<file path="config.mk">
export PLATFORM = sky130hd
export DESIGN_NAME = pia_port_b
export DESIGN_NICKNAME = d
export VERILOG_FILES = /design/src/rtl/coco_pkg.sv /design/src/rtl/pia_port_b.sv
export SDC_FILE = /design/constraint.sdc
export NUM_CORES = 1
export LEC_CHECK = 0
export ABC_AREA = 0
export BUFFER_PORTS_ARGS = -buffer_cell sky130_fd_sc_hd__buf_2
export CAP_MARGIN = 20
export CORE_MARGIN = 2
export CORE_UTILIZATION = 41
export DETAILED_ROUTE_END_ITERATION = 8
export HOLD_SLACK_MARGIN = 0.1
export MAX_ROUTING_LAYER = met4
export PLACE_DENSITY_LB_ADDON = 0.1
export SYNTH_ARGS = -nofsm -noshare
export SYNTH_HDL_FRONTEND = slang
export SYNTH_SLANG_ARGS = --single-unit
</file>
<file path="constraint.sdc">
create_clock -name clk -period 2.18 [get_ports clk]
set_input_delay 0.109 -clock clk [delete_from_list [all_inputs] [get_ports clk]]
set_output_delay 0.109 -clock clk [all_outputs]
set_load 0.005 [all_outputs]
</file>
<file path="src/rtl/coco_pkg.sv">
// shared widths and address map; FF00 and FF40 device ranges are not decoded
package coco_pkg;

  typedef logic [15:0] addr_t; // cpu bus address
  typedef logic [7:0]  byte_t; // data byte
  typedef logic [5:0]  dev_sel_t; // one-hot device select

  // bit positions inside dev_sel_t
  typedef enum logic [2:0] {
    DEV_RAM       = 3'd0,
    DEV_EXT_ROM   = 3'd1,
    DEV_BASIC_ROM = 3'd2,
    DEV_CART      = 3'd3,
    DEV_PIA       = 3'd4,
    DEV_NONE      = 3'd5
  } dev_idx_e;

  // sam style map
  localparam addr_t RAM_TOP        = 16'h7FFF;
  localparam addr_t EXT_ROM_BASE   = 16'h8000; // extended basic
  localparam addr_t BASIC_ROM_BASE = 16'hA000; // color basic
  localparam addr_t CART_BASE      = 16'hC000;
  localparam addr_t CART_TOP       = 16'hFEFF;
  localparam addr_t PIA_BASE       = 16'hFF20; // second pia, mirrored
  localparam addr_t PIA_TOP        = 16'hFF3F;

  localparam int ROM_BANK_BYTES = 16384; // one dragon 64 bank
  localparam int CART_BYTES     = 16384;

  // a cart download must end past this offset to count
  localparam addr_t CART_MIN_END = 16'h0100;
  localparam byte_t OPEN_BUS     = 8'hFF; // floating bus reads high

  localparam int DIV_NORMAL = 4; // bus enable divisors
  localparam int DIV_TURBO  = 2;

  localparam int PIA_CTRL_DDR_BIT = 2; // 1 = data reg, 0 = ddr
  localparam int BANK_PIN         = 2; // dragon 64 rom bank pin
  localparam int SND_PIN          = 1; // single bit sound

endpackage

</file>
<file path="src/rtl/pia_port_b.sv">
// port b half of pia 1 only; no cb1/cb2 lines and no interrupt flags
`timescale 1ns/1ps

module pia_port_b
  import coco_pkg::*;
(
  input  logic  clk,
  input  logic  reset_n,
  input  addr_t bus_addr,
  input  byte_t wdata,
  input  logic  pia_we,
  input  logic  dragon64,
  output byte_t pia_rdata,
  output byte_t port_b_out,
  output logic  sound_bit,
  output logic  rom_alt_bank
);

  byte_t      data_reg; // output register
  byte_t      ddr_reg; // 1 = pin driven
  logic [5:0] ctrl_reg; // crb, irq flag bits not kept
  byte_t      pins;

  always_ff @(posedge clk)
  begin
    if (!reset_n)
    begin
      data_reg <= '0;
      ddr_reg  <= '0; // all inputs, pins float high
      ctrl_reg <= '0;
    end
    else if (pia_we)
    begin
      case (bus_addr[1:0])
        2'd2:
        begin
          if (ctrl_reg[PIA_CTRL_DDR_BIT])
            data_reg <= wdata;
          else
            ddr_reg <= wdata;
        end
        2'd3:    ctrl_reg <= wdata[5:0];
        default: ; // port a side dropped
      endcase
    end
  end

  // undriven pins sit on pull-ups
  assign pins = (data_reg & ddr_reg) | ~ddr_reg;

  always_comb
  begin
    case (bus_addr[1:0])
      2'd2:    pia_rdata = ctrl_reg[PIA_CTRL_DDR_BIT] ? pins : ddr_reg;
      2'd3:    pia_rdata = {2'b00, ctrl_reg};
      default: pia_rdata = OPEN_BUS;
    endcase
  end

  assign port_b_out   = pins;
  assign sound_bit    = pins[SND_PIN];
  assign rom_alt_bank = dragon64 & ~pins[BANK_PIN]; // low pin picks alt rom
endmodule

</file>
# Word-level counts from Yosys, hierarchy flattened
# Index checks and enable logic that the tools add are counted.
# totals
register_bits	22
elab_cells	16
# op_classes
eq_ne	2
n_mux	2
n_bitwise	6
reduce_logical	3
# op_table
op	n
8-bit one-hot mux with 2 select lines	1
8-bit AND	1
8-bit 2-to-1 mux	1
8-bit inverter	1
8-bit OR	1
3-bit AND reduction	2
2-bit == test, second input constant	2
1-bit inverter	2
2-bit AND reduction	1
1-bit AND	1

# Longest topological paths before layout
# depth
depth_word	4
mapped_depth	6

# Least setup slack after synthesis
# Ideal clock, no wire load.
# synth_timing
path_kind	register to register
start	register ctrl_reg[2]
end	register ddr_reg[6]
setup_ps	114
arrival_time_ps	900
t_required_ps	2066
setup_slack_ps	1166
stages_incl_launch_ff	6
path_cell_list	dfxtp_1 -> nand4bb_1 -> buf_6 -> buf_12 -> nand3_2 -> o21ai_2
# synth_via
elab_chain_len	2
# synth_lines
item	line_no	source
start: declaration	pia_port_b.sv:21	logic [5:0] ctrl_reg;
start signal: assignment	pia_port_b.sv:42	2'd3: ctrl_reg <= wdata[5:0];
1-bit inverter (no source line)	n/a	
3-bit AND reduction (no source line)	n/a	
end signal: assignment	pia_port_b.sv:40	ddr_reg <= wdata;
end: declaration	pia_port_b.sv:20	byte_t ddr_reg;
# No other way between the ends.
# A chain may end at the register's enable or synchronous reset.

# Final worst setup path
# layout_timing
start	register ctrl_reg[2]
end	output pia_rdata[4]
# layout_via
elab_chain_len	2
# layout_lines
item	line_no	source
8-bit 2-to-1 mux	pia_port_b.sv:54	2'd2: pia_rdata = ctrl_reg[PIA_CTRL_DDR_BIT] ? pins : ddr_reg;
8-bit one-hot mux with 2 select lines	pia_port_b.sv:53	case (bus_addr[1:0])
end: declaration	pia_port_b.sv:13	output byte_t pia_rdata,
# No other way between the ends.

==> run summary <==
NumNets Final - 185
Status - finished, final reports clean
Worst-skew pair later-pin latency - 300 ps
DRT antenna net count - 0
R2r startpoint - ctrl_reg[2]
Area added between synthesis and finish - 20.8%
CTS Buffer Depth - 2
Pins Over Slew Limit - 0
Reg2reg path depth - 4
Post-synthesis compound-gate area fraction - 18.6%
Core Footprint - 0.00250 mm^2
Area of the multi-input gates - 543 um^2
Die area - 0.00308 mm^2
Final non-filler cell total - 186
Xor/xnor share of the synthesized area - 0%
Total power - 0.741 mW
Global-route met2 utilization - 24.5%
Crit start category - register
Synth Warn # - 0
Sequential share of the synthesized area - 40.5%
Root Buffer - clkbuf_4
Fmax - 0.587 GHz
Initial core utilization - 43.5%
Dpl hpwl - 1480 um
Setup bufs post-CTS - 0
Share of cells above drive strength 1 - 30.8%
Crit. End Element - output port
Path type of the worst setup path - reg -> out
Commonest cells after routing, fill and taps aside - buf_2 (31), dfxtp_1 (22), nand3_1 (21), o21ai_0 (18), nand2_1 (13)
Drt initial violations - 24
Largest net degree at the start of global routing - 31
CP top delay family - flip-flops
RSZ-0062 raised after global routing - no
R2R Setup Slk - 820 ps
PortBufs - 31
CP Max Fanout - 11
Worst hold path cell count - 3
Setup violations, final - 0
Synthesized flop and latch total - 22
Crit path max-delay cell type - dfxtp_1
Initial antenna violation count - 0
Mapped Cells - 123
Hold EP - data_reg[2]
Max Cap Violations - 0
Avg WL per Cell - 11.7 um
I/O pin count - 46
Leak - 0.498 nW
Tcrit/Tclk final - 78.2%
Worst path max stage delay - 640 ps
R2r endpoint - ddr_reg[1]
Vias per Instance - 5.07
Die height - 55.5 um
Wirelength, routed - 2180 um
Final GP Congestion - 0.703
TritonCTS clock tree - done
Netlist cell types - 22
Worst-path cell chain - buf_4, mux2i_1, o211ai_1, buf_2
Simple-gate portion of the synthesized area - 25.7%
Clock Sinks - 22
Commonest non-fill, non-tap cell in the layout - buf_2
ANT cells - 0
GR Util met3 - 2.58%
HP Start - pia_we
Crit path DAT - 1600 ps
Hold Path Class - in -> reg
Clock Skew - 0.612 ps
Mux contribution to synthesized area - 5.52%
H-Tree Depth - 1
Fin Setup TNS - 0 ps
Reg area - 440 um^2
Largest family of logic cells by synthesized area - simple AND/OR/NAND/NOR gates
Gr usage total - 15.3%
Num CTS Buffers - 3
Pwr dens - 564 mW/mm^2
Synthesized area - 0.00109 mm^2
Fin crit period - 1700 ps
First-pass GRT wire length - 3640 um
Max IR drop VDD - 444 uV
Die width - 55.5 um
Met1 Track Usage GR - 18.8%
Average size of a mapped cell - 8.85 um^2
Final hold violation count - 0
DRT Pass-1 Iters - 4
Max_slew headroom - 64.2%
Vias in the first global route - 835
GR peak layer - met2
Grt ovf - 0
Reg clk slew, reported paths - 120 ps
Required time worst endpoint - 2070 ps
Syn Nets - 151
Num rows - 18
Number of remaining DRC errors - 0
Critical path buffer and inverter count - 2
Dpl cells - 174
Fill cells - 259
Worst slew pin tran - 537 ps
Vias after detailed routing - 943
Adder-Cell Fraction of Synth Area - 0%
## worst register-to-register path: cells and delay by family, from the launching register on
| kind | cells | cell delay (ps) |
|---|---|---|
| simple gates | 2 | 320 |
| flops | 1 | 640 |
| buf+inv | 1 | 260 |
| compound gates | 1 | 80 |
## Yosys cell counts
cell type  count  area share (%)
a21oi_1        1            0.46
buf_1          1            0.34
buf_12         1             1.8
buf_2          2            0.92
buf_4          3             2.1
buf_6          3             3.1
clkbuf_1       2            0.69
dfxtp_1       22              40
inv_1          2            0.69
mux2i_1        6             5.5
nand2_1       13             4.5
nand2b_1       8             4.6
nand3_1       21             9.7
nand3_2        2             1.8
nand3b_1       1            0.69
nand4b_4       1             2.2
nand4bb_1      1             1.0
nor2_1         1            0.34
nor4bb_1       1            0.92
o211ai_1       5             3.4
o21ai_0       18             8.3
o21ai_2        8             6.4
## per-stage QoR
step / util, % / instance area (um^2) / setup slack (ps) / hold WS [ps]
2_1_floorplan: - / 1090 / 1170 / 280
3_3_place_gp: 47.9 / 1200 / 789 / 388
3_5_place_dp: 47.9 / 1200 / 804 / 396
4_1_cts: 52.6 / 1320 / 448 / 266
5_1_grt: 52.6 / 1320 / 328 / 291
6_report: 52.6 / 1320 / 475 / 258
## routing by layer
layer	vias up	share of wire, %
li1	500	-
met3	4	4.5
met5	-	0
met4	0	1.6
met1	416	45
met2	23	49
## power by group
part | switching [mW] | internal (mW)
clock | 0.118 | 0.102
sequential | 0.00801 | 0.411
combinational | 0.0540 | 0.0476
## worst max-delay path by stage
stage | start | end | slack [ps] | depth (start not counted)
2_1_floorplan | ctrl_reg[2] | ddr_reg[6] | 1170 | 5
3_3_place_gp | ctrl_reg[2] | pia_rdata[4] | 790 | 4
3_5_place_dp | ctrl_reg[2] | pia_rdata[4] | 800 | 4
4_1_cts | ctrl_reg[2] | pia_rdata[4] | 450 | 4
5_1_grt | ctrl_reg[2] | pia_rdata[4] | 330 | 4
6_report | ctrl_reg[2] | pia_rdata[4] | 480 | 4
## final cells by class
type	count	share of cell area [%]
Clock buffer	4	2.76
Inverter	2	0.571
Multi-Input combinational cell	87	41.3
Sequential cell	22	33.5
Tap cell	30	2.85
Timing Repair Buffer	41	19.0
## kinds of logic after synthesis
logic type,count (synthesis)
compound gates,32
mux,6
simple gates,49
buf+inv,14
flops,22
## repair_timing
action	in CTS	in global routing
hold buffers	8	0
endpoints found under the hold margin	10	0
setup endpoints to repair	0	0
gates resized for setup	0	0
(Power assumes the default switching activity.)
