## config.mk

```make
export PLATFORM = sky130hd
export DESIGN_NAME = address_decoder
export DESIGN_NICKNAME = d
export VERILOG_FILES = /design/src/rtl/coco_pkg.sv /design/src/rtl/address_decoder.sv
export SDC_FILE = /design/constraint.sdc
export NUM_CORES = 1
export LEC_CHECK = 0
export BUFFER_PORTS_ARGS = -buffer_cell sky130_fd_sc_hd__clkbuf_2
export CAP_MARGIN = 30
export CORE_AREA = 2 2 39 41
export DETAILED_ROUTE_END_ITERATION = 7
export DIE_AREA = 0 0 41 43
export SETUP_SLACK_MARGIN = 0.05
export SLEW_MARGIN = 20
export SYNTH_ARGS = -nofsm -noshare
export SYNTH_HDL_FRONTEND = slang
export SYNTH_SLANG_ARGS = --single-unit
```

## constraint.sdc

```tcl
create_clock -name vclk -period 0.8
set_input_delay 0.08 -clock vclk [all_inputs]
set_output_delay 0.08 -clock vclk [all_outputs]
set_load 0.01 [all_outputs]
```

## src/rtl/coco_pkg.sv

```systemverilog
// shared widths and address map; FF00 and FF40 device ranges are not decoded
package coco_pkg;

  typedef logic [15:0] addr_t; // cpu bus address
  typedef logic [7:0]  byte_t; // data byte
  typedef logic [5:0]  dev_sel_t; // one-hot device select

  // bit positions inside dev_sel_t
  typedef enum logic [2:0] {
    DEV_RAM       = 3'd0,
    DEV_EXT_ROM   = 3'd1,
    DEV_BASIC_ROM = 3'd2,
    DEV_CART      = 3'd3,
    DEV_PIA       = 3'd4,
    DEV_NONE      = 3'd5
  } dev_idx_e;

  // sam style map
  localparam addr_t RAM_TOP        = 16'h7FFF;
  localparam addr_t EXT_ROM_BASE   = 16'h8000; // extended basic
  localparam addr_t BASIC_ROM_BASE = 16'hA000; // color basic
  localparam addr_t CART_BASE      = 16'hC000;
  localparam addr_t CART_TOP       = 16'hFEFF;
  localparam addr_t PIA_BASE       = 16'hFF20; // second pia, mirrored
  localparam addr_t PIA_TOP        = 16'hFF3F;

  localparam int ROM_BANK_BYTES = 16384; // one dragon 64 bank
  localparam int CART_BYTES     = 16384;

  // a cart download must end past this offset to count
  localparam addr_t CART_MIN_END = 16'h0100;
  localparam byte_t OPEN_BUS     = 8'hFF; // floating bus reads high

  localparam int DIV_NORMAL = 4; // bus enable divisors
  localparam int DIV_TURBO  = 2;

  localparam int PIA_CTRL_DDR_BIT = 2; // 1 = data reg, 0 = ddr
  localparam int BANK_PIN         = 2; // dragon 64 rom bank pin
  localparam int SND_PIN          = 1; // single bit sound

endpackage

```

## src/rtl/address_decoder.sv

```systemverilog
// pure combinational map; exactly one select bit is high for any address
`timescale 1ns/1ps

module address_decoder
  import coco_pkg::*;
(
  input  addr_t    bus_addr,
  output dev_sel_t dev_sel
);

  always_comb
  begin
    dev_sel = '0;
    // ranges are disjoint, the chain only keeps it one-hot for sure
    if (bus_addr <= RAM_TOP)
    begin
      dev_sel[DEV_RAM] = 1'b1; // 32k dram
    end
    else if (bus_addr >= EXT_ROM_BASE && bus_addr < BASIC_ROM_BASE)
    begin
      dev_sel[DEV_EXT_ROM] = 1'b1; // 8000-9fff
    end
    else if (bus_addr >= BASIC_ROM_BASE && bus_addr < CART_BASE)
    begin
      dev_sel[DEV_BASIC_ROM] = 1'b1; // a000-bfff
    end
    else if (bus_addr >= CART_BASE && bus_addr <= CART_TOP)
    begin
      dev_sel[DEV_CART] = 1'b1; // cartridge slot
    end
    else if (bus_addr >= PIA_BASE && bus_addr <= PIA_TOP)
    begin
      dev_sel[DEV_PIA] = 1'b1; // pia 1, port b side only
    end
    else
    begin
      // ff00 pia, ff40 fdc, sam regs and vectors all land here
      dev_sel[DEV_NONE] = 1'b1;
    end
  end

endmodule

```

Yosys cells after proc, flatten, opt, wreduce, memory -nomap -nowiden
Index checks and enable logic that the tools add are counted.

Equality and inequality tests: 0. Order comparisons: 9. Divide/modulo/power cells: 0. Multipliers: 0. Bitwise logic cells: 0. Multiplexer cells: 10. Shifts and indexed selects: 0. Add/subtract/negate cells: 0. Reductions and logical operators: 4.

Operators with widths (number): >= comparator 16 bit, second input constant (4); <= comparator 16 bit, second input constant (2); less-than comparator 16 bit, second input constant (2); <= comparator 16 x 15 -> 1 bit, second input constant (1); two-way mux 1 bit (6); two-way mux 5 bit (1); logical AND 1 bit (4); two-way mux 4 bit (1); two-way mux 3 bit (1); two-way mux 2 bit (1).

Bits in writable memories: 0. Bits of input ports: 16. Memories: 0. Output and inout bits: 6. Memory bits (read-only): 0. Bits in latches: 0. Bits in registers: 0.

Depth between registers and ports, before layout
Gate-level depths: netlist of the first run.

Depth after elaboration: 7. Depth in mapped cells: 2.

Least setup slack after synthesis of the first run
OpenSTA, ideal clock, no wires.

Path type: input to output. Start: input bus_addr[9]. End: output dev_sel[5]. Path slack: 155 ps. Cell stages on the path: 2. Arrival: 565 ps. Path buffers: 0. Cells stage by stage: nand4_2 -> a211oi_1.

Cells in the longest elaborated chain, start to end: 7. Elaborated cells between the ends (all ways): 18. Classes of those cells: 9 x order compare; 5 x mux; 4 x reduce/logical.

RTL lines: start: declaration (RTL line address_decoder.sv:7) `input addr_t bus_addr,`; >= comparator 16 bit or <= comparator 16 bit (tied branches) (RTL line address_decoder.sv:31) `else if (bus_addr >= PIA_BASE && bus_addr <= PIA_TOP)`; logical AND 1 bit (RTL line address_decoder.sv:31); two-way mux 1 bit (RTL line address_decoder.sv:31); two-way mux 2 bit (RTL line address_decoder.sv:27) `else if (bus_addr >= CART_BASE && bus_addr <= CART_TOP)`; two-way mux 3 bit (RTL line address_decoder.sv:23) `else if (bus_addr >= BASIC_ROM_BASE && bus_addr < CART_BASE)`; two-way mux 4 bit (RTL line address_decoder.sv:19) `else if (bus_addr >= EXT_ROM_BASE && bus_addr < BASIC_ROM_BASE)`; two-way mux 5 bit * (RTL line address_decoder.sv:15) `if (bus_addr <= RAM_TOP)`; end: declaration (RTL line address_decoder.sv:8) `output dev_sel_t dev_sel`.

Mark *: on every way between the ends. The rest lies on a longest branch, timed or not.

Worst setup path in the final report of the first run
Start: input bus_addr[6]. End: output dev_sel[4].

The elaborated chain is that of the path after synthesis.

==> results of run 1 <==
layout make-up:
class / count / area share [%]
inverters: 1 / 1.18
multi-input cells: 9 / 38.0
well taps: 16 / 6.27
repair buffers: 19 / 54.5
worst max path at each step:
| stage | end | startpoint | slack (ns) | cells past startpoint |
|---|---|---|---|---|
| after CTS | dev_sel[4] | bus_addr[9] | -0.01 | 4 |
| after detailed placement | dev_sel[5] | bus_addr[13] | -0.04 | 4 |
| after global routing | dev_sel[4] | bus_addr[6] | -0.03 | 4 |
| final | dev_sel[4] | bus_addr[6] | 0.01 | 4 |
| after floorplan | dev_sel[5] | bus_addr[9] | 0.16 | 2 |
| after global placement | dev_sel[4] | bus_addr[13] | -0.03 | 4 |
power groups by stage:
| stage | clock (mW) | combinational, mW | sequential, mW |
|---|---|---|---|
| floorplan | 0 | 0.0208 | 0 |
| global placement | 0 | 0.0728 | 0 |
| detailed placement | 0 | 0.0750 | 0 |
| CTS | 0 | 0.101 | 0 |
| global route | 0 | 0.144 | 0 |
| finish | 0 | 0.133 | 0 |
stage by stage:
| step | utilization [%] | cells | setup slack [ns] | hold WS (ns) |
|---|---|---|---|---|
| final | 23.1 | 45 | 0.00997 | 0.426 |
| after global routing | 23.1 | 45 | -0.0271 | 0.453 |
| after CTS | 18.7 | 45 | -0.00955 | 0.429 |
| after detailed placement | 14.6 | 45 | -0.0393 | 0.430 |
| after global placement | 14.6 | 45 | -0.0271 | 0.425 |
| after floorplan | - | 10 | 0.155 | 0.194 |
metal layers:
layer | global-route usage [%] | wire (um)
met5 | 0 | 0
met4 | 0 | 0
met3 | 0 | 69
met2 | 9.38 | 292
met1 | 5.06 | 163
cell usage after synthesis:
library cell and count:
nor3b_1 1, inv_1 1, nand4_2 2, nor3_1 1, nand2b_1 1, nor4_2 1
nor2_1 1, a211oi_1 1, o211a_1 1
placed cells by master, fill, tap and decap left out:
cell	n
nand4_4	2
buf_8	4
buf_2	4
nor4_4	1
o211a_1	1
inv_1	1
clkbuf_2	3
buf_4	3
nor3_1	1
a211oi_2	1
nor2_1	1
buf_6	5
nand2b_4	1
nor3b_2	1
kinds of logic after synthesis:
kind of cell,Yosys count,share of synthesized area [%]
buffers and inverters,1,4.61
and+or+nand+nor,7,73.8
AOI/OAI and AO/OA,2,21.5
repair_timing:
action,4_1_cts,5_1_grt
resized for setup,7,22
pin swaps,2,1
buffers inserted,0,0
endpoints found under the setup margin,3,5
==> impl_metrics.tcl, run 1 <==
set metrics [dict create \
    outcome "finished clean" \
    whs_endpoint "dev_sel[0]" \
    vias 172 \
    grt_max_degree 4 \
    grt_pass1_wl_um 538 \
    syn-cell-area_um2 81.3 \
    drt_wl_total_um 525 \
    gp_congestion 0.471 \
    hold_class "in2out" \
    cp_cell_sequence "buf_6 > nand2b_4 > nor4_4 > buf_2" \
    irDropWorstVdd_v 0.0000845 \
    synth_top_area_share_pct 30.8 \
    grt_pass1_vias 128 \
    multi_input_area_um2 121 \
    nFillCells 155 \
    min_from "bus_addr[15]" \
    slew_viol_final 0 \
    track_usage_pct 4.60 \
    cp.arrival_ns 0.71 \
    grt-ovfl-total 0 \
    hold_viol_final 0 \
    period_needed_ns 0.790 \
    worst_path_max_delay_cell "nor4_4" \
    p_leak_nw 0.150 \
    power-per-cell-area_nw_per_um2 418 \
    synthesis.nets 26 \
    total_power_uw 133 \
    ys_top_cells_by_area "nand4_2 (31%), nor4_2 (15%), o211a_1 (12%)" \
    yosys.area.top_type "nand4_2" \
    ant_nets 0 \
    seq_cells 0 \
    rows 14 \
    area.growth.synth_to_final_pct 292 \
    antenna_found_initial 0 \
    p_clk_share_pct 0 \
    wl_per_cell_um 11.7 \
    hpwl_um 364 \
    seqCellArea_um2 0 \
    slew_headroom_pct 88.3 \
    core_um2 1380 \
    synth_cell_types 9 \
    cp_data_required_time_ns 0.72 \
    p_int_uw 82.4 \
    port_buffers 17 \
    cap_violations 0 \
    yosysSeqAreaShare_pct 0 \
    via_per_inst 3.82 \
    critPathKind "in2out" \
    nets 47 \
    placed_cell_area_um2 201 \
    die_w_um 41 \
    cp-start-kind "primary input" \
    cpPeakStageDelay_ns 0.23 \
    die-area_um2 1760 \
    fmax_mhz 1270 \
    drtIter0Drc 1 \
    dieHeight_um 43 \
    drive_gt1_share_pct 86.2 \
    fin_area_um2 319 \
    setup.worst_path.end_class "output pin" \
    setup_viol_count_final 0 \
    min_path_cells 3 \
    critical_path_buf_inv_count 2 \
    p_comb_share_pct 100.0 \
    postSynthAreaPerCell_um2 8.13 \
    setup_tns_ns 0 \
    nClkBuffers 0 \
    post-route-period-util_pct 98.8 \
    seqPwrFrac_pct 0 \
    drc 0 \
    worst-path-max-fanout 2 \
    switchingPower_uw 50.9 \
    swShare_pct 38.2 \
    drtPass1Iterations 2 \
    start_util_pct 5.88 \
    holdBufCountCts 0 \
    worst_pin_slew_ns 0.175 \
    crit_family "simple AND/OR/NAND/NOR gates" \
    num_antenna_cells 0 \
    syn_inst 10 \
    pin_count 22 \
    rsz0062_at_grt "yes" \
    yosysWarnings 0 \
]
(Power assumes the default switching activity.)
==> run 2: changes to the inputs <==
--- a/config.mk
+++ b/config.mk
@@ -10,6 +10,7 @@
 export CORE_AREA = 2 2 39 41
 export DETAILED_ROUTE_END_ITERATION = 7
 export DIE_AREA = 0 0 41 43
+export GPL_TIMING_DRIVEN = 0
 export SETUP_SLACK_MARGIN = 0.05
 export SLEW_MARGIN = 20
 export SYNTH_ARGS = -nofsm -noshare
==> run 2 against run 1 <==
First-iteration DRC count fell by 100%. Critical path depth did not move. Global-route usage fell by 1.2 points. Wire length fell by 14%. Non-clock buffer count fell by 2. Critical path type unchanged. Critical endpoint unchanged. Largest power group unchanged.
==> impl_metrics.tcl, run 2 (same netlist as run 1, synthesis figures left out) <==
set metrics [dict create \
    outcome "finished clean" \
    irDropWorstVdd_v 0.0000804 \
    port_buffers 17 \
    p_leak_nw 0.134 \
    die-area_um2 1760 \
    worst_path_max_delay_cell "nor4_4" \
    cp_cell_sequence "buf_6 > nand2b_4 > nor4_4 > buf_2" \
    drt_wl_total_um 452 \
    cp.arrival_ns 0.71 \
    final_cell_mix "buf_6 (6), clkbuf_2 (4), buf_2 (4)" \
    track_usage_pct 3.40 \
    drive_gt1_share_pct 85.2 \
    grt-ovfl-total 0 \
    rsz0062_at_grt "yes" \
    grt_pass1_vias 122 \
    worst_pin_slew_ns 0.180 \
    dp_cells 43 \
    rows 14 \
    nets 45 \
    cpPeakStageDelay_ns 0.23 \
    seq_cells 0 \
    setup_viol_count_final 0 \
    num_antenna_cells 0 \
    grt_pass1_wl_um 434 \
    nClkBuffers 0 \
    hold_viol_final 0 \
    fmax_mhz 1260 \
    die_w_um 41 \
    seqCellArea_um2 0 \
    cap_violations 0 \
    antenna_found_initial 0 \
    post-route-period-util_pct 99.3 \
    start_util_pct 5.88 \
    fin_cells 43 \
    slew_viol_final 0 \
    worst-path-max-fanout 2 \
    via_per_inst 3.77 \
    grt_max_degree 5 \
    multi_input_area_um2 121 \
    holdBufCountCts 0 \
    setup.worst_path.end_class "output pin" \
    drc 0 \
    total_power_uw 117 \
    dieHeight_um 43 \
    hpwl_um 314 \
    preCtsSetupSlack_ns -0.0332 \
    critPathKind "in2out" \
    post_cts_buffers 0 \
    period_needed_ns 0.795 \
    pin_count 22 \
    nFillCells 158 \
    layout_commonest_cell "buf_6" \
    area.growth.synth_to_final_pct 257 \
    min_path_cells 3 \
    cp-start-kind "primary input" \
    setup_ws_ns 0.00528 \
    core_um2 1380 \
    vias 162 \
    drtPass1Iterations 1 \
    gp_congestion 0.507 \
    drtIter0Drc 0 \
    wl_per_cell_um 10.5 \
    hold_class "in2out" \
    slew_headroom_pct 87.9 \
    cp_data_required_time_ns 0.72 \
    power-per-cell-area_nw_per_um2 404 \
    ant_nets 0 \
]
run 2: worst paths after layout:
| path | from | endpoint | slack (ns) |
|---|---|---|---|
| max | bus_addr[6] | dev_sel[4] | 0.005 |
| min | bus_addr[13] | dev_sel[1] | 0.40 |
run 2: critical path: cells and delay by family:
kind	cells	cell delay, ns
buffers and inverters	2	0.27
AND/OR/NAND/NOR	2	0.36
run 2: report_power, final:
group / leakage, nW / internal (mW) / switching [mW]
clock: 0 / 0 / 0
sequential: 0 / 0 / 0
combinational: 0.134 / 0.0692 / 0.0481
run 2: final cells by class:
cell class	instances	share of cell area, %
timing repair buffer	17	50.0
multi-input combinational	9	41.8
tap	16	6.90
inverter	1	1.29
run 2: repair_timing:
item                                    CTS  global route
endpoints found under the setup margin    3             5
pin swaps                                 2             2
gates resized for setup                   6            19
gates cloned                              0             0
run 2: layer usage:
metal | global-route usage [%] | vias up | routed length [um]
met5 | 0 | - | 0
met4 | 0 | 0 | 0
met3 | 0 | 0 | 81
met2 | 5.94 | 17 | 222
met1 | 4.75 | 70 | 147
li1 | - | 75 | -
run 2: stage by stage:
stage	TNS (ns)	hold WS [ns]	instance area [um2]	util [%]
finish	0	0.402	290	21.0
global route	-0.0314	0.424	290	21.0
CTS	-0.00191	0.427	234	16.9
detailed placement	-0.0635	0.430	186	13.5
global placement	-0.0533	0.425	186	13.5
floorplan	0	0.194	81.3	-
