File: src/rtl/coco_pkg.sv
// shared widths and address map; FF00 and FF40 device ranges are not decoded
package coco_pkg;

  typedef logic [15:0] addr_t; // cpu bus address
  typedef logic [7:0]  byte_t; // data byte
  typedef logic [5:0]  dev_sel_t; // one-hot device select

  // bit positions inside dev_sel_t
  typedef enum logic [2:0] {
    DEV_RAM       = 3'd0,
    DEV_EXT_ROM   = 3'd1,
    DEV_BASIC_ROM = 3'd2,
    DEV_CART      = 3'd3,
    DEV_PIA       = 3'd4,
    DEV_NONE      = 3'd5
  } dev_idx_e;

  // sam style map
  localparam addr_t RAM_TOP        = 16'h7FFF;
  localparam addr_t EXT_ROM_BASE   = 16'h8000; // extended basic
  localparam addr_t BASIC_ROM_BASE = 16'hA000; // color basic
  localparam addr_t CART_BASE      = 16'hC000;
  localparam addr_t CART_TOP       = 16'hFEFF;
  localparam addr_t PIA_BASE       = 16'hFF20; // second pia, mirrored
  localparam addr_t PIA_TOP        = 16'hFF3F;

  localparam int ROM_BANK_BYTES = 16384; // one dragon 64 bank
  localparam int CART_BYTES     = 16384;

  // a cart download must end past this offset to count
  localparam addr_t CART_MIN_END = 16'h0100;
  localparam byte_t OPEN_BUS     = 8'hFF; // floating bus reads high

  localparam int DIV_NORMAL = 4; // bus enable divisors
  localparam int DIV_TURBO  = 2;

  localparam int PIA_CTRL_DDR_BIT = 2; // 1 = data reg, 0 = ddr
  localparam int BANK_PIN         = 2; // dragon 64 rom bank pin
  localparam int SND_PIN          = 1; // single bit sound

endpackage

File: src/rtl/bus_controller.sv
// apb slave for byte transfers; master must hold inputs until pready, no back-to-back overlap
`timescale 1ns/1ps

module bus_controller
  import coco_pkg::*;
(
  input  logic     clk,
  input  logic     reset_n,
  input  logic     turbo,
  input  logic     psel,
  input  logic     penable,
  input  logic     pwrite,
  input  addr_t    paddr,
  input  byte_t    pwdata,
  output byte_t    prdata,
  output logic     pready,
  output logic     pslverr,
  output addr_t    bus_addr,
  output byte_t    wdata,
  output logic     ram_we,
  output logic     pia_we,
  input  dev_sel_t dev_sel,
  input  byte_t    mem_rdata,
  input  byte_t    pia_rdata
);

  typedef enum logic [1:0] {
    IDLE,
    WAIT_TICK,
    RESPOND
  } ctrl_state_e;

  ctrl_state_e state;
  logic [$clog2(DIV_NORMAL)-1:0] div_cnt;
  logic [$clog2(DIV_NORMAL)-1:0] div_max;
  logic bus_tick; // cpu e-clock stand-in
  logic write_q;
  logic err_q;
  logic tick_hit; // transfer served on this cycle
  logic rom_hit;

  // divide by 4, or by 2 in turbo
  assign div_max  = turbo ? ($clog2(DIV_NORMAL))'(DIV_TURBO - 1)
                          : ($clog2(DIV_NORMAL))'(DIV_NORMAL - 1);
  assign bus_tick = (div_cnt >= div_max);

  always_ff @(posedge clk)
  begin
    if (!reset_n)
      div_cnt <= '0;
    else if (bus_tick)
      div_cnt <= '0; // also catches a turbo switch mid count
    else
      div_cnt <= div_cnt + 1'b1;
  end

  // address and data captured in the setup phase
  always_ff @(posedge clk)
  begin
    if (state == IDLE && psel && !penable)
    begin
      bus_addr <= paddr;
      wdata    <= pwdata;
    end
  end

  assign tick_hit = (state == WAIT_TICK) && bus_tick;
  assign rom_hit  = dev_sel[DEV_EXT_ROM] | dev_sel[DEV_BASIC_ROM] | dev_sel[DEV_CART];

  always_ff @(posedge clk)
  begin
    if (!reset_n)
    begin
      state   <= IDLE;
      write_q <= 1'b0;
      err_q   <= 1'b0;
    end
    else
    begin
      case (state)
        IDLE:
        begin
          if (psel && !penable)
          begin
            write_q <= pwrite;
            state   <= WAIT_TICK;
          end
        end
        WAIT_TICK:
        begin
          if (bus_tick)
          begin
            err_q <= write_q & rom_hit; // read-only region
            state <= RESPOND;
          end
        end
        default: state <= IDLE; // one response cycle
      endcase
    end
  end

  // strobes only on the tick, none for rom or unmapped space
  assign ram_we = tick_hit & write_q & dev_sel[DEV_RAM];
  assign pia_we = tick_hit & write_q & dev_sel[DEV_PIA];

  assign pready  = (state == RESPOND);
  assign pslverr = (state == RESPOND) & err_q;

  always_comb
  begin
    unique case (1'b1)
      dev_sel[DEV_PIA]:  prdata = pia_rdata;
      dev_sel[DEV_NONE]: prdata = OPEN_BUS; // floating bus
      default:           prdata = mem_rdata; // ram, roms, cart
    endcase
  end

endmodule

File: config.mk
export PLATFORM = sky130hd
export DESIGN_NAME = bus_controller
export DESIGN_NICKNAME = d
export VERILOG_FILES = /design/src/rtl/coco_pkg.sv /design/src/rtl/bus_controller.sv
export SDC_FILE = /design/constraint.sdc
export NUM_CORES = 1
export LEC_CHECK = 0
export ABC_AREA = 0
export BUFFER_PORTS_ARGS = -buffer_cell sky130_fd_sc_hd__buf_2
export CAP_MARGIN = 20
export CORE_AREA = 8 8 61 63
export CTS_BUF_LIST = sky130_fd_sc_hd__clkbuf_2
export DETAILED_ROUTE_END_ITERATION = 8
export DIE_AREA = 0 0 69 71
export MAX_ROUTING_LAYER = met4
export PLACE_DENSITY_LB_ADDON = 0.08
export SLEW_MARGIN = 30
export SYNTH_ARGS = -nofsm -noshare
export SYNTH_HDL_FRONTEND = slang
export SYNTH_SLANG_ARGS = --single-unit
export TNS_END_PERCENT = 100
File: constraint.sdc
create_clock -name clk -period 5.8 [get_ports clk]
set_clock_uncertainty 0.15 [all_clocks]
set_input_delay 0.29 -clock clk [delete_from_list [all_inputs] [get_ports clk]]
set_output_delay 0.29 -clock clk [all_outputs]
set_load 0.01 [all_outputs]
-- After elaboration in Yosys (flattened, before gate mapping)
Index checks and enable logic that the tools add are counted.
W data, S select, Z words.
- reductions and logical operators: 10
- equal/unequal tests: 4
- bitwise gates (word level): 8
- $add $sub $neg: 1
- magnitude comparators: 1
- multiplexer cells: 5
- operators with widths (operator ; number):
    $pmux W8 S2 ; 1
    $mux W2 ; 3
    $reduce_and A2 Y1 ; 3
    $and A1 B1 Y1 ; 5
    $logic_and A1 B1 Y1 ; 4
    $pmux W2 S2 ; 1
    $add A2 B1 Y2 const B ; 1
    $eq A2 B1 Y1 const B ; 1
    $eq A2 B2 Y1 const B ; 1
    $ge A2 B2 Y1 ; 1
    $logic_not A2 Y1 ; 1
    $ne A2 B1 Y1 const B ; 1
    $ne A2 B2 Y1 const B ; 1
    $or A1 B1 Y1 ; 2
    $reduce_or A2 Y1 ; 1
    $logic_not A1 Y1 ; 1
    $not A1 Y1 ; 1
- output and inout bits: 36
- input bits: 52
- flip-flop bits (word level): 30
- word-level logic and storage cells: 35

-- Logic depth before layout (Yosys ltp)
Gate-level depths: netlist (run 1).
- depth after elaboration: 5
- mapped depth: 4
- gate-level depth less buffers: 4

-- Worst setup path after synthesis (run 1)
No wires, ideal clock.
- kind: register -> register
- start: register state[0]
- end: register write_q
- cell stages (with the launch flop): 4
- path slack: 3.878 ns
- arrival: 1.656 ns
- period minus slack after synthesis: 1.922 ns
- setup time: 0.116 ns
- buffers on the path: 0
- required time: 5.534 ns
- cells stage by stage: dfxtp_1 -> nor4b_4 -> mux2i_1 -> nor2b_1
- word-level cells in the longest chain between the ends: 2
- RTL lines (element ; RTL line ; source):
    start: declaration ; bus_controller.sv:33 ; ctrl_state_e state;
    start signal: assignment ; bus_controller.sv:74 ; state <= IDLE;
    start signal: assignment ; bus_controller.sv:86 ; state <= WAIT_TICK;
    start signal: assignment ; bus_controller.sv:94 ; state <= RESPOND;
    $logic_not A2 Y1 ; bus_controller.sv:80 ; case (state)
    $reduce_and A2 Y1 (no source line) ; -- ;
    end signal: assignment ; bus_controller.sv:85 ; write_q <= pwrite;
    end: declaration ; bus_controller.sv:37 ; logic write_q;
Every way passes these cells.
A chain may end at the register's enable or synchronous reset.

-- Worst setup path after layout (run 1)
- start: register div_cnt[1]
- end: output port pia_we
- word-level cells in the longest chain between the ends: 4
- RTL lines (element ; RTL line ; source):
    start: declaration ; bus_controller.sv:34 ; logic [$clog2(DIV_NORMAL)-1:0] div_cnt;
    start signal: assignment ; bus_controller.sv:54 ; div_cnt <= div_cnt + 1'b1;
    $ge A2 B2 Y1 ; bus_controller.sv:45 ; assign bus_tick = (div_cnt >= div_max);
    $logic_and A1 B1 Y1 ; bus_controller.sv:67 ; assign tick_hit = (state == WAIT_TICK) && bus_tick;
    $and A1 B1 Y1 (2 in series) ; bus_controller.sv:104 ; assign pia_we = tick_hit & write_q & dev_sel[DEV_PIA];
    end: declaration ; bus_controller.sv:21 ; output logic pia_we,
Every way passes these cells.

==> results of run 1 <==
power breakdown:
part           internal [uW]  leakage [uW]  switching [uW]  total (uW)
Clock                   29.7     0.0000304            64.6        94.2
Combinational           39.4      0.000568            28.8        68.2
Sequential               245      0.000273            4.64         250
Total                    314      0.000871            98.0         412
registers in the layout, summed over array words and instances, names as in the netlist:
| name | count |
|---|---|
| wdata | 8 |
| write_q | 1 |
| state | 2 |
| bus_addr | 16 |
| err_q | 1 |
| div_cnt | 2 |
cell type report:
| type | instances | area [sq um] | area share |
|---|---|---|---|
| sequential | 30 | 841 | 0.446 |
| timing repair buffer | 112 | 683 | 0.363 |
| multi-input combinational | 35 | 277 | 0.147 |
| tap | 33 | 41.3 | 0.0219 |
| clock buffer | 6 | 30.0 | 0.0159 |
| clock inverter | 2 | 8.76 | 0.00465 |
| inverter | 1 | 3.75 | 0.00199 |
metrics by stage:
step	power, uW	worst slack, ns	hold WS, ns	area [sq um]	std cells
finish	412	3.73	0.0669	1880	219
detailed placement	311	4.01	0.306	1610	187
global placement	309	4.02	0.302	1610	187
CTS	421	3.68	0.0190	1880	219
global route	439	3.55	0.0414	1880	219
floorplan	279	3.88	0.239	1130	68
cell families after synthesis:
family                     after synthesis  synth area share
xor gates and xnor gates                 1           0.00774
muxes                                    2            0.0177
and+or+nand+nor                         20             0.128
DFF                                     30             0.743
buffers and inverters                    3            0.0133
adders and majority gates                1            0.0110
AOI/OAI and AO/OA                       11            0.0796
how the worst max path moves through the flow:
stage                                 endpoint  slack [ns]  depth (start not counted)
after global routing                    pia_we        3.55                          5
after detailed placement                pia_we        4.01                          6
after floorplan           write_q$_SDFFE_PN0P_        3.88                          3
after CTS                               pia_we        3.68                          5
final                                   pia_we        3.73                          5
after global placement                  pia_we        4.02                          6
cells in the mapped netlist:
| cell type | number |
|---|---|
| o311ai_0 | 1 |
| and3_1 | 3 |
| nor2b_1 | 10 |
| xor2_1 | 1 |
| edfxtp_1 | 24 |
| nand2_1 | 1 |
| a31oi_1 | 1 |
| inv_1 | 1 |
| a211o_1 | 8 |
| and2_1 | 2 |
| buf_4 | 1 |
| nor3b_1 | 1 |
| ha_1 | 1 |
| mux2i_1 | 2 |
| nor3b_2 | 1 |
| a21oi_1 | 1 |
| nor4b_4 | 1 |
| dfxtp_1 | 6 |
| nor2_1 | 1 |
| buf_1 | 1 |
layer usage:
metal,part of all wire,up-vias,track usage,routed length [um]
met3,0.079,6,0.0587,245
met5,0,-,-,0
met4,0.014,0,0.0478,44
met1,0.41,430,0.129,1270
li1,-,494,-,-
met2,0.50,58,0.225,1540
tightest hold or removal path: cells and delay by family:
| family | cells | cell delay (ns) |
|---|---|---|
| simple gates | 1 | 0.10 |
| buf+inv | 1 | 0.07 |
| mux | 1 | 0.06 |
==> results.toml, run 1 <==
[outcome]
status = "completed"

[setup_path]
endpoint_kind = "output port"
crit_required_ns = 5.36
cp_cell_sequence = "ha_1, a21oi_1, nor3b_2, and3_1, buf_2"
slowest_delay_ns = 0.35
cp_max_fo = 4
start_kind = "flip-flop"
cp_num_buf_inv = 1
critPathArrivalTime_ns = 1.63
r2r_setup_slack_ns = 4.21
cp_slowest_cell = "dfxtp_1"
r2r-end = "wdata[1]$_DFFE_PP_"
path_class = "reg2out"
crit-reg2reg-launch = "state[0]$_SDFFE_PN0P_"
reg2reg_depth = 2
cp_top_family = "simple AND/OR/NAND/NOR gates"
startpoint = "div_cnt[1]$_SDFF_PP0_"

[timing]
relSlewSlack = 0.783
setup-tns-final_ns = 0
finalCritPeriodShare = 0.357
hold_viol_final = 0
rsz0062_at_grt = "false"
slew_viol_final = 0
min_period_ns = 2.07
max_freq_mhz = 483
setup_viol = 0
worstMarginPinSlew_ns = 0.324

[cells_and_area]
final_core_util = 0.661
n_antenna_cell = 0
final_cell_mix = "87 x buf_2, 24 x edfxtp_1, 24 x dlygate4sd3_1"
area_growth_syn_to_layout_pct = 66.4
nFillCells = 229
final_common_cell = "buf_2"
nets = 238
drive_gt1_frac = 0.522

[clock_network]
clock_sinks = 30
cts_max_level = 2
cts_buffers = 5
cts-root-buf = "clkbuf_2"
cts_buffer_depth = 2
cts-hold-fix-buffers = 24
post_cts_buffers = 0
clk_latency_ns = 0.34
cts_resized = 0
tritoncts = "yes"
cts.clk_slew.worst_paths_ns = 0.14

[route]
drt_iter0_markers = 40
vias_per_cell = 4.51
vias = 988
drc = 0
drt-total-wl_mm = 3.10
final_antenna_net_count = 0
drt_pre_antenna_iters = 4
routedWlPerCell_um = 14.1

[placed_design]
dpl.hpwl_mm = 2.28
io_buffer_count = 87
place.gp.congestion = 0.701

[synthesis]
ys_seq_elements = 30
syn_area_sq_um = 1130
synth_cell_types = 20
syn_nets = 121
synth.top_cell.area_share = 0.636
synth-seq-area-share = 0.743
syn_inst = 68
yosysTopAreaCell = "edfxtp_1"
yosysWarnings = 0
ys_top_cells_by_area = "edfxtp_1 64%, dfxtp_1 11%, a211o_1 6.2%"
synth_area_per_cell_sq_um = 16.7

[floorplanning]
die_h_um = 71
start_util = 0.397
dieArea_sq_um = 4900
ioPinCount = 88
core_area_sq_um = 2850
std_cell_rows = 20
die_x_um = 69

[grt]
grt_start_max_net_pins = 24
grt_pass1_vias = 1127
track_usage = 0.131
grt_overflow = 0
antenna_found_initial = 0
grt_pass1_wl_mm = 5.07

[pwr]
p_per_area_nw_per_um2 = 219
power_leakage_uw = 0.000871
ir_drop_v = 0.000139

[hold_path]
holdPathEnd = "write_q$_SDFFE_PN0P_"
holdPathStages = 3
min_path_type = "in2reg"
min-delay-start = "pwrite"

[job]
drv_cap = 0
No activity file was read; power rests on OpenSTA's default activity.
==> run 2: changes to the inputs <==
--- a/config.mk
+++ b/config.mk
@@ -8,10 +8,10 @@
 export ABC_AREA = 0
 export BUFFER_PORTS_ARGS = -buffer_cell sky130_fd_sc_hd__buf_2
 export CAP_MARGIN = 20
-export CORE_AREA = 8 8 61 63
+export CORE_AREA = 8 8 66 68
 export CTS_BUF_LIST = sky130_fd_sc_hd__clkbuf_2
 export DETAILED_ROUTE_END_ITERATION = 8
-export DIE_AREA = 0 0 69 71
+export DIE_AREA = 0 0 74 76
 export MAX_ROUTING_LAYER = met4
 export PLACE_DENSITY_LB_ADDON = 0.08
 export SLEW_MARGIN = 30
==> constraint.sdc (replaced) <==
create_clock -name clk -period 1.7 [get_ports clk]
set_clock_uncertainty 0.15 [all_clocks]
set_input_delay 0.085 -clock clk [delete_from_list [all_inputs] [get_ports clk]]
set_output_delay 0.085 -clock clk [all_outputs]
set_load 0.01 [all_outputs]
==> run 2 against run 1 <==
Net effect:
- the flow now finishes with violations (negative setup slack)
- setup slack worse by 3.8 ns
- wire length is 5.1% higher
- total power grew to 3.5 times the previous value
- worst hold slack worse by 0.0083 ns
- register-to-register slack worse by 4.0 ns
- largest power group unchanged
- clock-buffer cell count stayed put
- utilization is 7.4 points lower
- clock power grew to 3.5 times the previous value
- global-route usage is 1.2 points lower
- die area is 15% higher
- combinational power grew to 4.0 times the previous value
==> results.toml, run 2 (synthesis results as in run 1) <==
[pwr]
power_leakage_uw = 0.000919
sw_frac_of_total = 0.244
pwr-share-comb = 0.189
finalPower_uw = 1460
p_per_area_nw_per_um2 = 723
seq_power_share = 0.585
ir_drop_v = 0.000353
p_int_uw = 1100
clkPwrFrac = 0.225
switchingPower_uw = 356

[route]
vias = 1011
final_antenna_net_count = 0
drt_pre_antenna_iters = 2
drc = 0
routedWlPerCell_um = 13.3
drt-total-wl_mm = 3.25
drt_iter0_markers = 62
vias_per_cell = 4.14

[outcome]
violations = "negative setup slack"
status = "complete, but fails checks"

[placed_design]
dpl.hpwl_mm = 2.25
place.gp.congestion = 0.657
dp_cells = 203
post-place-ws_ns = 0.194
io_buffer_count = 87

[setup_path]
r2r_setup_slack_ns = 0.23
startpoint = "div_cnt[1]$_SDFF_PP0_"
cp_max_fo = 3
crit_cells = 5
critPathArrivalTime_ns = 1.55
endpoint = "pia_we"
cp_num_buf_inv = 1
slowest_delay_ns = 0.37
endpoint_kind = "output port"
cp_slowest_cell = "dfxtp_2"
cp_cell_sequence = "ha_4, a21oi_4, nor3b_2, and3_1, buf_2"
start_kind = "flip-flop"
path_class = "reg2out"
crit-reg2reg-launch = "div_cnt[1]$_SDFF_PP0_"
cp_top_family = "simple AND/OR/NAND/NOR gates"
reg2reg_depth = 3
r2r-end = "div_cnt[0]$_SDFF_PP0_"
crit_required_ns = 1.46

[grt]
grt_overflow = 0
grt_start_max_net_pins = 18
grt_pass1_vias = 1148
use_met2 = 0.192
grt_pass1_wl_mm = 5.15
antenna_found_initial = 0
met3_usage = 0.0461
busiest_layer = "met2"
track_usage = 0.119
use_met1 = 0.136

[timing]
hold_viol_final = 0
relSlewSlack = 0.812
rsz0062_at_grt = "true"
slew_viol_final = 0
setup_slack_ns = -0.0805
finalCritPeriodShare = 1.05
max_freq_mhz = 562
setup_viol = 2
worstMarginPinSlew_ns = 0.280
min_period_ns = 1.78

[clock_network]
clk_latency_ns = 0.33
cts_buffers = 5
clock_sinks = 30
tritoncts = "yes"
cts.clk_slew.worst_paths_ns = 0.15
cts_max_level = 2
cts-root-buf = "clkbuf_2"
cts_buffer_depth = 2

[floorplanning]
ioPinCount = 88
core_area_sq_um = 3440
die_h_um = 76
die_x_um = 74
start_util = 0.329
std_cell_rows = 22
dieArea_sq_um = 5620

[cells_and_area]
final_cell_mix = "87 x buf_2, 30 x dlygate4sd3_1, 24 x edfxtp_1"
area_growth_syn_to_layout_pct = 78.3
n_antenna_cell = 0
final_core_util = 0.587
final_common_cell = "buf_2"
fin_cells = 244
drive_gt1_frac = 0.536
reg_top3 = "bus_addr: 16 flops, wdata: 8 flops"
largest_register_ffs = 16
nets = 248
regMostFlops = "bus_addr"

[job]
drv_cap = 0

[hold_path]
min_path_type = "in2reg"
min-delay-start = "psel"
-- run 2: cell count changes in the layout (fill, tap and decap cells not counted) --
cell / before / now
ha_1: 1 / 0
a21oi_4: 0 / 1
dlygate4sd3_1: 24 / 30
buf_4: 1 / 5
a21oi_1: 1 / 0
dfxtp_1: 6 / 4
dfxtp_2: 0 / 2
ha_4: 0 / 1
-- run 2: metal layers --
layer / vias to the layer above / part of all wire
met5: - / 0
met4: 0 / 0.0077
met2: 54 / 0.48
met3: 3 / 0.090
met1: 444 / 0.42
li1: 510 / -
-- run 2: metrics by stage --
step                setup TNS, ns  instance area (sq um)  hold WS [ns]
global placement                0                   1630         0.113
finish                     -0.152                   2020        0.0586
floorplan                   -4.12                   1130        0.0339
global route               -0.335                   2020        0.0743
detailed placement              0                   1630         0.113
CTS                        -0.255                   2020        0.0147
-- run 2: worst min-delay path by stage --
stage / end / slack (ns) / cells past startpoint
after CTS: write_q$_SDFFE_PN0P_ / 0.01 / 4
after global placement: bus_addr[9]$_DFFE_PP_ / 0.11 / 1
after floorplan: bus_addr[0]$_DFFE_PP_ / 0.03 / 0
after detailed placement: bus_addr[5]$_DFFE_PP_ / 0.11 / 1
after global routing: write_q$_SDFFE_PN0P_ / 0.07 / 4
final: write_q$_SDFFE_PN0P_ / 0.06 / 4
-- run 2: what timing repair did --
action | CTS | global route
buffers inserted | 3 | 0
pin swaps | 4 | 2
resized for setup | 4 | 0
endpoints found under the hold margin | 30 | 0
setup endpoints to repair | 2 | 2
hold buffers | 30 | 0
-- run 2: layout make-up --
type	instances	area, sq um
well taps	48	60.1
inverters	1	3.75
flip-flops and latches	30	843
clock inverters	2	8.76
clock buffers	6	30.0
repair buffers	122	773
fillers	299	1420
multi-input cells	35	300
-- run 2: worst min-delay path: stages --
cell	delay (ns)
buf_2	0.10
nor4b_4	0.13
mux2i_1	0.14
nor2b_1	0.05
-- run 2: power by group through the flow --
| stage | clock [uW] | combinational [uW] | sequential, uW |
|---|---|---|---|
| 4_1_cts | 349 | 275 | 854 |
| 6_report | 329 | 276 | 855 |
| 2_1_floorplan | 0 | 70.5 | 883 |
| 3_5_place_dp | 0 | 195 | 867 |
| 5_1_grt | 379 | 301 | 859 |
| 3_3_place_gp | 0 | 192 | 867 |
